==> src/design/memStagePkg.sv <==
package memStagePkg;

    // two slots per issue group
    localparam int ISSUE_WIDTH = 2;
    localparam int WORD_WIDTH = 32;
    // register file index width
    localparam int REG_ADDR_WIDTH = 5;
    localparam int STROBE_WIDTH = WORD_WIDTH / 8;

    typedef logic [WORD_WIDTH-1:0] wordT;
    typedef logic [STROBE_WIDTH-1:0] strobeT;
    typedef logic [REG_ADDR_WIDTH-1:0] regAddrT;

    // access size, as encoded by decode
    typedef enum logic [1:0] {
        MSIZE1 = 2'd0,
        MSIZE2 = 2'd1,
        MSIZE4 = 2'd2
    } msizeT;

    // cp0 action carried by a slot
    typedef enum logic [1:0] {
        CP0_NONE = 2'd0,
        CP0_EXCEPTION = 2'd1,
        CP0_ERET = 2'd2
    } cp0TypeT;

    // control bits the memory stage cares about
    typedef struct packed {
        logic regWrite;
        logic memToReg;
        logic memWrite;
        logic signedLoad;
        msizeT msize;
    } ctlT;

    // one slot coming out of execute
    typedef struct packed {
        logic valid;
        wordT pc;
        regAddrT rdst;
        // effective address for loads and stores
        wordT aluOut;
        // raw store data before lane shift
        wordT srcb;
        ctlT ctl;
        cp0TypeT cp0Type;
    } execDataT;

    // data bus request for one slot
    typedef struct packed {
        logic valid;
        wordT addr;
        msizeT size;
        // all zero on loads
        strobeT strobe;
        wordT data;
    } dbusReqT;

    // writeback slot
    typedef struct packed {
        logic valid;
        wordT pc;
        regAddrT rdst;
        logic regWrite;
        wordT wdata;
    } memResultT;

    // apb master outputs
    typedef struct packed {
        logic psel;
        logic penable;
        logic pwrite;
        wordT paddr;
        wordT pwdata;
        strobeT pstrb;
    } apbReqT;

    // apb slave outputs, no pslverr
    typedef struct packed {
        logic pready;
        wordT prdata;
    } apbRspT;

endpackage

==> src/design/execMemReg.sv <==
module execMemReg (
    input logic clk,
    input logic rstN,
    input logic inValid,
    output logic inReady,
    input memStagePkg::execDataT [memStagePkg::ISSUE_WIDTH-1:0] dataE,
    input logic done,
    output logic regValid,
    output memStagePkg::execDataT [memStagePkg::ISSUE_WIDTH-1:0] regData
);

    // set while a pair sits in the register
    logic occupied;
    logic accept;

    // free slot, or the held pair retires this cycle
    assign inReady = !occupied || done;
    assign accept = inValid && inReady;

    // occupancy flag
    always_ff @(posedge clk or negedge rstN) begin
        if (!rstN) begin
            occupied <= 1'b0;
        end else if (accept) begin
            // back-to-back pair on the retire edge keeps it set
            occupied <= 1'b1;
        end else if (done) begin
            occupied <= 1'b0;
        end
    end

    // payload only moves on accept
    // held unchanged while the bus side works on it
    always_ff @(posedge clk or negedge rstN) begin
        if (!rstN) begin
            regData <= '0;
        end else if (accept) begin
            regData <= dataE;
        end
    end

    // valid one cycle after the accepting edge
    assign regValid = occupied;

endmodule

==> src/design/storeAlign.sv <==
module storeAlign (
    input logic [1:0] addrLow,
    input memStagePkg::wordT storeData,
    input memStagePkg::msizeT size,
    output memStagePkg::wordT alignedData,
    output memStagePkg::strobeT strobe
);

    always_comb begin
        unique case (size)
            memStagePkg::MSIZE1: begin
                // low byte copied to every lane
                alignedData = {4{storeData[7:0]}};
                // one-hot at the addressed byte
                strobe = memStagePkg::strobeT'(4'b0001 << addrLow);
            end
            memStagePkg::MSIZE2: begin
                // low half in both halves
                alignedData = {2{storeData[15:0]}};
                // bit 0 is assumed clear here
                strobe = addrLow[1] ? 4'b1100 : 4'b0011;
            end
            default: begin
                // full word, no shift
                alignedData = storeData;
                strobe = 4'b1111;
            end
        endcase
    end

endmodule

==> src/design/memAccess.sv <==
module memAccess (
    input memStagePkg::execDataT [memStagePkg::ISSUE_WIDTH-1:0] dataE,
    output memStagePkg::dbusReqT [memStagePkg::ISSUE_WIDTH-1:0] dreq,
    output memStagePkg::execDataT [memStagePkg::ISSUE_WIDTH-1:0] dataE2,
    output logic excpM
);

    memStagePkg::wordT [memStagePkg::ISSUE_WIDTH-1:0] alignedData;
    memStagePkg::strobeT [memStagePkg::ISSUE_WIDTH-1:0] strobe;
    // exception or eret flagged on the slot itself
    logic [memStagePkg::ISSUE_WIDTH-1:0] ownExcp;
    // slot 1 is the older instruction
    logic olderExcp;

    for (genvar i = 0; i < memStagePkg::ISSUE_WIDTH; i++) begin : gSlot
        // lane shift and byte enables for this slot's store
        storeAlign u_storeAlign (
            .addrLow(dataE[i].aluOut[1:0]),
            .storeData(dataE[i].srcb),
            .size(dataE[i].ctl.msize),
            .alignedData(alignedData[i]),
            .strobe(strobe[i])
        );

        assign ownExcp[i] = dataE[i].valid
            && (dataE[i].cp0Type == memStagePkg::CP0_EXCEPTION
            || dataE[i].cp0Type == memStagePkg::CP0_ERET);
    end

    assign olderExcp = ownExcp[1];

    // squash the younger slot behind an older exception or eret
    always_comb begin
        dataE2 = dataE;
        if (olderExcp) begin
            dataE2[0].ctl.regWrite = 1'b0;
            dataE2[0].ctl.memToReg = 1'b0;
            dataE2[0].ctl.memWrite = 1'b0;
        end
    end

    // requests follow the squashed controls
    for (genvar i = 0; i < memStagePkg::ISSUE_WIDTH; i++) begin : gReq
        always_comb begin
            dreq[i] = '0;
            dreq[i].addr = dataE2[i].aluOut;
            dreq[i].size = dataE2[i].ctl.msize;
            if (dataE2[i].valid && !ownExcp[i]) begin
                if (dataE2[i].ctl.memWrite) begin
                    // store with shifted data and byte enables
                    dreq[i].valid = 1'b1;
                    dreq[i].data = alignedData[i];
                    dreq[i].strobe = strobe[i];
                end else if (dataE2[i].ctl.memToReg) begin
                    // load, strobe stays zero
                    dreq[i].valid = 1'b1;
                end
            end
        end
    end

    // either slot trapping or returning
    assign excpM = |ownExcp;

endmodule

==> src/design/apbDataMaster.sv <==
module apbDataMaster (
    input logic clk,
    input logic rstN,
    input logic regValid,
    input memStagePkg::dbusReqT [memStagePkg::ISSUE_WIDTH-1:0] dreq,
    input memStagePkg::execDataT [memStagePkg::ISSUE_WIDTH-1:0] dataE2,
    output memStagePkg::apbReqT apbReq,
    input memStagePkg::apbRspT apbRsp,
    output logic done,
    output logic wbValid,
    output memStagePkg::memResultT [memStagePkg::ISSUE_WIDTH-1:0] wb
);

    typedef enum logic [1:0] {
        ST_IDLE,
        ST_SETUP,
        ST_ACCESS,
        ST_FINISH
    } stateT;

    stateT state;
    stateT stateNext;
    // slot currently on the bus
    logic curSlot;
    logic curSlotNext;
    logic xferDone;
    // raw read words per slot
    memStagePkg::wordT [memStagePkg::ISSUE_WIDTH-1:0] rdata;

    // pick the addressed byte or half and extend it
    function automatic memStagePkg::wordT extendLoad(
        input memStagePkg::wordT raw,
        input logic [1:0] addrLow,
        input memStagePkg::msizeT size,
        input logic signedLoad
    );
        logic [7:0] byteVal;
        logic [15:0] halfVal;
        memStagePkg::wordT result;
        byteVal = raw[8*addrLow +: 8];
        halfVal = addrLow[1] ? raw[31:16] : raw[15:0];
        case (size)
            memStagePkg::MSIZE1: result = {{24{signedLoad & byteVal[7]}}, byteVal};
            memStagePkg::MSIZE2: result = {{16{signedLoad & halfVal[15]}}, halfVal};
            default: result = raw;
        endcase
        return result;
    endfunction

    // access phase ends on pready
    assign xferDone = (state == ST_ACCESS) && apbRsp.pready;

    always_comb begin
        stateNext = state;
        curSlotNext = curSlot;
        unique case (state)
            ST_IDLE: begin
                if (regValid) begin
                    // older slot goes first
                    if (dreq[1].valid) begin
                        stateNext = ST_SETUP;
                        curSlotNext = 1'b1;
                    end else if (dreq[0].valid) begin
                        stateNext = ST_SETUP;
                        curSlotNext = 1'b0;
                    end else begin
                        // nothing for the bus
                        stateNext = ST_FINISH;
                    end
                end
            end
            ST_SETUP: stateNext = ST_ACCESS;
            ST_ACCESS: begin
                if (xferDone) begin
                    if (curSlot && dreq[0].valid) begin
                        stateNext = ST_SETUP;
                        curSlotNext = 1'b0;
                    end else begin
                        stateNext = ST_FINISH;
                    end
                end
            end
            default: stateNext = ST_IDLE;
        endcase
    end

    always_ff @(posedge clk or negedge rstN) begin
        if (!rstN) begin
            state <= ST_IDLE;
            curSlot <= 1'b0;
        end else begin
            state <= stateNext;
            curSlot <= curSlotNext;
        end
    end

    // read data captured on the completing cycle
    always_ff @(posedge clk) begin
        if (xferDone) begin
            rdata[curSlot] <= apbRsp.prdata;
        end
    end

    // request fields come straight from the held pair
    always_comb begin
        apbReq.psel = (state == ST_SETUP) || (state == ST_ACCESS);
        apbReq.penable = (state == ST_ACCESS);
        apbReq.pwrite = dataE2[curSlot].ctl.memWrite;
        // word address, lanes picked by pstrb
        apbReq.paddr = {dreq[curSlot].addr[31:2], 2'b00};
        apbReq.pwdata = dreq[curSlot].data;
        apbReq.pstrb = dreq[curSlot].strobe;
    end

    // one cycle pulse, also frees the input register
    assign done = (state == ST_FINISH);
    assign wbValid = (state == ST_FINISH);

    for (genvar i = 0; i < memStagePkg::ISSUE_WIDTH; i++) begin : gWb
        always_comb begin
            wb[i].valid = dataE2[i].valid;
            wb[i].pc = dataE2[i].pc;
            wb[i].rdst = dataE2[i].rdst;
            // already cleared for a squashed slot
            wb[i].regWrite = dataE2[i].ctl.regWrite;
            if (dataE2[i].ctl.memToReg) begin
                wb[i].wdata = extendLoad(rdata[i], dreq[i].addr[1:0],
                    dreq[i].size, dataE2[i].ctl.signedLoad);
            end else begin
                wb[i].wdata = dataE2[i].aluOut;
            end
        end
    end

endmodule

==> src/design/memStage.sv <==
module memStage (
    input logic clk,
    input logic rstN,
    input logic inValid,
    output logic inReady,
    input memStagePkg::execDataT [memStagePkg::ISSUE_WIDTH-1:0] dataE,
    output memStagePkg::apbReqT apbReq,
    input memStagePkg::apbRspT apbRsp,
    output logic excpM,
    output logic wbValid,
    output memStagePkg::memResultT [memStagePkg::ISSUE_WIDTH-1:0] wb
);

    logic regValid;
    logic done;
    memStagePkg::execDataT [memStagePkg::ISSUE_WIDTH-1:0] regData;
    // pair after slot 0 squash
    memStagePkg::execDataT [memStagePkg::ISSUE_WIDTH-1:0] dataE2;
    memStagePkg::dbusReqT [memStagePkg::ISSUE_WIDTH-1:0] dreq;

    // input side
    execMemReg u_execMemReg (
        .clk(clk),
        .rstN(rstN),
        .inValid(inValid),
        .inReady(inReady),
        .dataE(dataE),
        .done(done),
        .regValid(regValid),
        .regData(regData)
    );

    // request build, no state
    memAccess u_memAccess (
        .dataE(regData),
        .dreq(dreq),
        .dataE2(dataE2),
        .excpM(excpM)
    );

    // bus side and writeback
    apbDataMaster u_apbDataMaster (
        .clk(clk),
        .rstN(rstN),
        .regValid(regValid),
        .dreq(dreq),
        .dataE2(dataE2),
        .apbReq(apbReq),
        .apbRsp(apbRsp),
        .done(done),
        .wbValid(wbValid),
        .wb(wb)
    );

endmodule

==> config.mk <==
export PLATFORM = sky130hd
export DESIGN_NAME = memStage
export DESIGN_NICKNAME = d
export VERILOG_FILES = /design/src/design/memStagePkg.sv /design/src/design/execMemReg.sv /design/src/design/storeAlign.sv /design/src/design/memAccess.sv /design/src/design/apbDataMaster.sv /design/src/design/memStage.sv
export SDC_FILE = /design/constraint.sdc
export NUM_CORES = 1
export LEC_CHECK = 0
export ABC_AREA = 1
export BUFFER_PORTS_ARGS = -buffer_cell sky130_fd_sc_hd__buf_2
export CAP_MARGIN = 10
export CORE_AREA = 2 2 185 187
export CTS_CLUSTER_DIAMETER = 120
export DETAILED_ROUTE_END_ITERATION = 8
export DIE_AREA = 0 0 187 189
export GPL_ROUTABILITY_DRIVEN = 0
export HOLD_SLACK_MARGIN = 0.06
export PLACE_DENSITY = 0.82
export RECOVER_POWER = 25
export SLEW_MARGIN = 20
export SYNTH_ARGS = -nofsm -noshare
export SYNTH_HDL_FRONTEND = slang
export SYNTH_SLANG_ARGS = --single-unit
==> constraint.sdc <==
create_clock -name clk -period 3.7 [get_ports clk]
set_clock_uncertainty 0.15 [all_clocks]
set_input_delay 0.74 -clock clk [delete_from_list [all_inputs] [get_ports clk]]
set_output_delay 0.74 -clock clk [all_outputs]
set_load 0.1 [all_outputs]
==> metrics.cfg, run 1 <==
[grt]
grt_use_total_pct = 26.6
overflow = 0
gr-usage-met1_pct = 33.7
grt_start_max_net_pins = 79
grt_pass1_wl_mm = 71.8
grt_busiest_layer = met2
grt_util_met3_pct = 6.69
grt_use_met2_pct = 42.4
grt_pass1_vias = 12294
antenna_found_initial = 12

[clock_network]
clock_path_buffers = 3
htree_levels = 2
hold_buffers = 0
clock_sinks = 288
path_clk_slew_ns = 0.06
clk_latency_ns = 0.51
cts_root_buf = clkbuf_16
cts_tree = yes
numCtsBuffers = 34

[critical_path]
cpPeakStageDelay_ns = 0.59
reg2reg_slack_ns = 1.07
crit_top_cell = nand2_1
worstSetupEndpointType = output port
rr_startpoint = u_apbDataMaster.state[1]$_DFFE_PN0P_
critical_path.top_delay_family = buffers and inverters
critPathLaunchType = register
crit_chain = inv_1, nand2_1, nand3_2, nand2_1, inv_1, o21ai_0, nand2_1, buf_12
r2r-end = u_execMemReg.regData[44]$_DFFE_PN0P_
cp_data_required_time_ns = 2.81
crit_buf_inv = 3
cp-startpoint = u_execMemReg.regData[110]$_DFFE_PN0P_
cp_num_cells = 8
critPathKind = register to output port
cp_slowest_cell = inv_1
worst-r2r-cell-count = 6
worstPathMaxFanout = 18
endpoint = wb[7]
critPathArrivalTime_ns = 2.69

[floorplanning]
start_util_pct = 42.9
die_h_um = 189
coreArea_um2 = 33300
die_w_um = 187
io_pins = 472
fp.dieArea_um2 = 35300
num_rows = 67

[synthesis]
syn_area_um2 = 14300
synth_edf_count = 64
synth-async-reset-ratio_pct = 77.8
ys_warn_count = 0
synthCells = 1409
yosys.area.top_type = dfrtp_1
netlist_top_cells_area = dfrtp_1 (39%), mux2_2 (14%), edfxtp_1 (13%)
synth_cell_types = 43
syn_area_per_cell_um2 = 10.1
synth-seq-cells = 288
synthFlopType = dfrtp_1
synth.top_cell.area_share_pct = 39.3
synth-seq-area-share_pct = 52.8

[status]
violations = max-capacitance violations, max-slew violations
outcome = complete, but fails checks

[placement]
dp_hpwl_mm = 36.4
dp_slack_ns = 0.511
port_buffers = 469

[detailed_routing]
vias = 12264
drtPass1Iterations = 5
wl_mm = 48.4
drt-wirelength-per-cell_um = 21.3
dr.first_iter.drc_count = 916
viasPerCell = 5.40
drtAntennaViolNets = 0
drc_errors = 0

[layout]
layout-drive-gt1-share_pct = 42.7
fill_cells = 2773
finalNetCount = 2053
syn2layout_area_growth_pct = 32.9
seq_area_um2 = 7530
multiInputGateArea_um2 = 5370

[sta]
finalCriticalPeriod_ns = 3.58
drv_slew = 79
layout_setup_ws_ns = 0.117
hold_violations = 0
fin_crit_sh_pct = 96.8
rsz0062_at_grt = no
tightest_slew_ns = 2.09
max_freq_ghz = 0.279
relSlewSlack_pct = -39.1
setup_viol = 0

[worst_hold_path]
hp-class = input port to register
worstHoldPathCells = 1

[flow_run]
cap_viol_max_count = 1

-- routing by layer --
layer | routed length [um] | up-vias
li1 | - | 5449
met1 | 18700 | 5860
met2 | 22300 | 783
met3 | 4810 | 166
met4 | 2550 | 6
met5 | 36 | -
-- area by class of cell --
type                            instances  area share [%]
Clock inverter                         15           0.970
Inverter                               95            1.91
Multi-Input combinational cell        867            28.3
Sequential cell                       288            39.7
Tap cell                              448            2.96
Timing Repair Buffer                  507            20.8
Antenna cell                            9           0.119
Clock buffer                           44            5.18
-- flip-flops by register name (all words and copies together) (netlist names) --
register                 count
u_apbDataMaster.curSlot      1
u_execMemReg.regValid        1
u_apbDataMaster.rdata       64
u_execMemReg.regData       220
u_apbDataMaster.state        2
-- stage by stage --
step,utilization [%],hold WS [ns],TNS (ns),instances,instance area (um^2)
6_report,56.9,0.260,0,2273,19000
5_1_grt,56.9,0.254,0,2271,18900
4_1_cts,56.8,0.0886,0,2261,18900
3_5_place_dp,53.2,0.340,0,2199,17700
3_3_place_gp,53.2,0.331,0,2199,17700
2_1_floorplan,-,0.294,-45.71,1410,14300
-- what timing repair did --
item / CTS / global route
gates cloned: 0 / 0
gates resized for setup: 1 / 22
endpoints found under the setup margin: 6 / 39
pin swaps: 1 / 1
buffers inserted: 3 / 3
-- synthesized netlist by cell type (21+ instances only) --
cell type,instances
buf_4,96
nor2_1,122
clkbuf_1,29
buf_2,27
a21oi_1,135
dfrtp_1,224
o21ai_0,55
nand2_1,237
mux2_2,183
inv_1,88
a21oi_2,21
o22ai_1,47
edfxtp_1,64
-- layout by cell type, fill, tap and decap left out, types with 5 or more instances in the layout --
cell type / synthesis / routed
o21a_1: 6 / 6
o22ai_1: 47 / 47
diode_2: 0 / 9
nand3_1: 17 / 17
buf_2: 27 / 346
inv_1: 88 / 88
buf_4: 96 / 34
clkbuf_16: 0 / 37
nand2_2: 4 / 5
edfxtp_1: 64 / 64
a21oi_2: 21 / 21
inv_2: 5 / 5
o21ai_1: 1 / 17
o221ai_1: 11 / 11
a21oi_1: 135 / 135
dfrtp_1: 224 / 222
o21ai_0: 55 / 39
clkbuf_1: 29 / 23
nor2_1: 122 / 122
clkbuf_4: 0 / 21
mux2_2: 183 / 183
clkinv_2: 1 / 9
nand2_1: 237 / 235
buf_12: 0 / 86
-- worst min path at each step --
| stage | from | end | slack [ns] |
|---|---|---|---|
| 3_3_place_gp | u_execMemReg.regData[189]$_DFFE_PN0P_ | u_execMemReg.regData[189]$_DFFE_PN0P_ | 0.33 |
| 5_1_grt | apbRsp[17] | u_apbDataMaster.rdata[49]$_DFFE_PP_ | 0.25 |
| 2_1_floorplan | rstN | u_apbDataMaster.curSlot$_DFFE_PN0P_ | 0.29 |
| 6_report | apbRsp[30] | u_apbDataMaster.rdata[30]$_DFFE_PP_ | 0.26 |
| 3_5_place_dp | u_execMemReg.regData[217]$_DFFE_PN0P_ | u_execMemReg.regData[217]$_DFFE_PN0P_ | 0.34 |
| 4_1_cts | rstN | u_execMemReg.regData[45]$_DFFE_PN0P_ | 0.09 |
-- logic make-up after synthesis --
kind of cell	synth area share, %
AO/OA/AOI/OAI	11.7
adder cells (fa/ha/maj)	0.351
buffers and inverters	9.78
flip-flops	52.8
multiplexers	14.4
other	0.0263
AND/OR/NAND/NOR	10.9
Power of run 1 is not shown: default switching activity piles up to over one toggle a cycle in this logic, so the estimate is an artifact.
==> inputs of run 2 (changes only) <==
Settings changed: CORE_AREA 2 2 185 187 to default, CORE_ASPECT_RATIO from default to 1.1, CORE_MARGIN from default to 2, CORE_UTILIZATION from default to 49, DIE_AREA 0 0 187 189 to default, PLACE_DENSITY 0.82 to 0.88, SYNTH_HIERARCHICAL from default to 1.
==> metrics.cfg, run 2 <==
[floorplanning]
die_h_um = 205  ; +8.7%
fp.dieArea_um2 = 38400  ; +8.8%
start_util_pct = 49.9  ; +7.0 points
die_w_um = 187  ; about the same
io_pins = 472  ; unchanged
coreArea_um2 = 36300  ; +9.0%
num_rows = 73  ; +9.0%

[flow_run]
cap_viol_max_count = 1  ; unchanged

[synthesis]
ys_warn_count = 6  ; +6
synthCells = 2395  ; +70%
syn_area_um2 = 18100  ; +27%
syn_area_per_cell_um2 = 7.55  ; -25%

[status]
outcome = complete, but fails checks
violations = max-capacitance violations, max-slew violations

[clock_network]
path_clk_slew_ns = 0.06  ; about the same
cts_root_buf = clkbuf_16
cts_tree = yes
numCtsBuffers = 34  ; unchanged
clock_path_buffers = 3  ; unchanged
clk_latency_ns = 0.52  ; about the same
htree_levels = 2  ; unchanged
hold_buffers = 0  ; unchanged
clock_sinks = 288  ; unchanged

[detailed_routing]
drt-wirelength-per-cell_um = 18.8  ; -12%
wl_mm = 56.1  ; +16%
drtAntennaViolNets = 0  ; unchanged
drtPass1Iterations = 8  ; +3
drc_errors = 0  ; unchanged
vias = 16566  ; +35%
dr.first_iter.drc_count = 2074  ; +130%
viasPerCell = 5.55  ; +2.8%

[layout]
top_register = u_execMemReg/regData
layout_common_cells = nand2_1 (957), buf_2 (403), nand3_1 (272), dfrtp_1 (220), nor2_1 (123)
finalNetCount = 2732  ; +33%
final_common_cell = nand2_1
post-route-util_pct = 54.9  ; -2.1 points
syn2layout_area_growth_pct = 10.1
layout-drive-gt1-share_pct = 24.7  ; -18 points
largest_registers = u_execMemReg/regData x220, u_apbDataMaster/rdata x64, u_apbDataMaster/state x2
largest_reg_flops = 220  ; unchanged

[grt]
overflow = 0  ; unchanged
antenna_found_initial = 10  ; -2
grt_pass1_wl_mm = 85.6  ; +19%
grt_use_total_pct = 28.4  ; +1.9 points
grt_start_max_net_pins = 109  ; +38%
grt_pass1_vias = 15568  ; +27%

[critical_path]
worstSetupEndpointType = output port
crit_buf_inv = 2  ; -1
worstPathMaxFanout = 33  ; +15
cp_data_required_time_ns = 2.81  ; about the same
critPathKind = register to output port
critPathLaunchType = register
critPathArrivalTime_ns = 2.69  ; about the same
cpPeakStageDelay_ns = 0.65  ; +0.06 ns
crit_chain = clkinv_4, nand2_8, nor2_8, nand2_2, nand3_2, nand2_4, a21oi_1, buf_2
critical_path.top_delay_family = flip-flops
cp_slowest_cell = dfrtp_4

[sta]
timing.hold.ws_ns = 0.286  ; +0.0259 ns
finalCriticalPeriod_ns = 3.58  ; +0.00125 ns
drv_slew = 86  ; +8.9%
tightest_slew_ns = 2.35  ; +0.260 ns
rsz0062_at_grt = no
setup_viol = 0  ; unchanged
hold_violations = 0  ; unchanged
max_freq_ghz = 0.279  ; about the same
fin_crit_sh_pct = 96.9  ; about the same
relSlewSlack_pct = -56.5  ; -17 points

[worst_hold_path]
hp-class = input port to register

[placement]
dp_hpwl_mm = 40.8  ; +12%
port_buffers = 469  ; unchanged

[run 2: what timing repair did]
action / CTS / global route
hold endpoints to repair: 0 / 0
buffers inserted: 0 / 2
endpoints found under the setup margin: 0 / 32
resized for setup: 0 / 6
[run 2: stage by stage]
step	worst slack, ns	setup TNS, ns	instance area, um^2	cells
3_5_place_dp	0.610	0	18700	2921
3_3_place_gp	0.647	0	18700	2921
6_report	0.116	0	19900	2987
4_1_cts	0.0345	0	19900	2980
2_1_floorplan	-0.648	-41.45	18100	2396
5_1_grt	0.00326	0	19900	2987
[run 2: per-layer routing]
layer  up-vias  global-route usage, %  part of all wire, %
met2      1238                   44.4                   45
li1       7443                      -                    -
met5         -                      0                 0.11
met4        10                   16.4                  6.4
met3       271                   6.33                   11
met1      7604                   36.5                   37
[run 2: path summary, 6_finish.rpt]
path | cells after the start | slack [ns] | to | startpoint
min in group asynchronous | 1 | 0.76 | u_execMemReg/regData[147]$_DFFE_PN0P_ | rstN
hold / removal | 1 | 0.29 | u_apbDataMaster/rdata[51]$_DFFE_PP_ | apbRsp[19]
setup / recovery | 8 | 0.12 | wb[102] | u_execMemReg/regData[113]$_DFFE_PN0P_
max in group asynchronous | 1 | 0.92 | u_execMemReg/regData[3]$_DFFE_PN0P_ | rstN
hold reg to reg | 2 | 0.32 | u_execMemReg/regData[192]$_DFFE_PN0P_ | u_execMemReg/regData[192]$_DFFE_PN0P_
setup reg to reg | 7 | 1.25 | u_execMemReg/regData[123]$_DFFE_PN0P_ | u_apbDataMaster/state[0]$_DFFE_PN0P_
[run 2: area by class of cell]
class | instances | area (um^2)
fillers | 3180 | 16400
repair buffers | 500 | 3100
clock inverters | 20 | 297
well taps | 487 | 609
diodes | 5 | 12.5
multi-input cells | 1586 | 7180
clock buffers | 39 | 921
flip-flops and latches | 288 | 7540
inverters | 62 | 246
Power of run 2 is left out for the same reason.
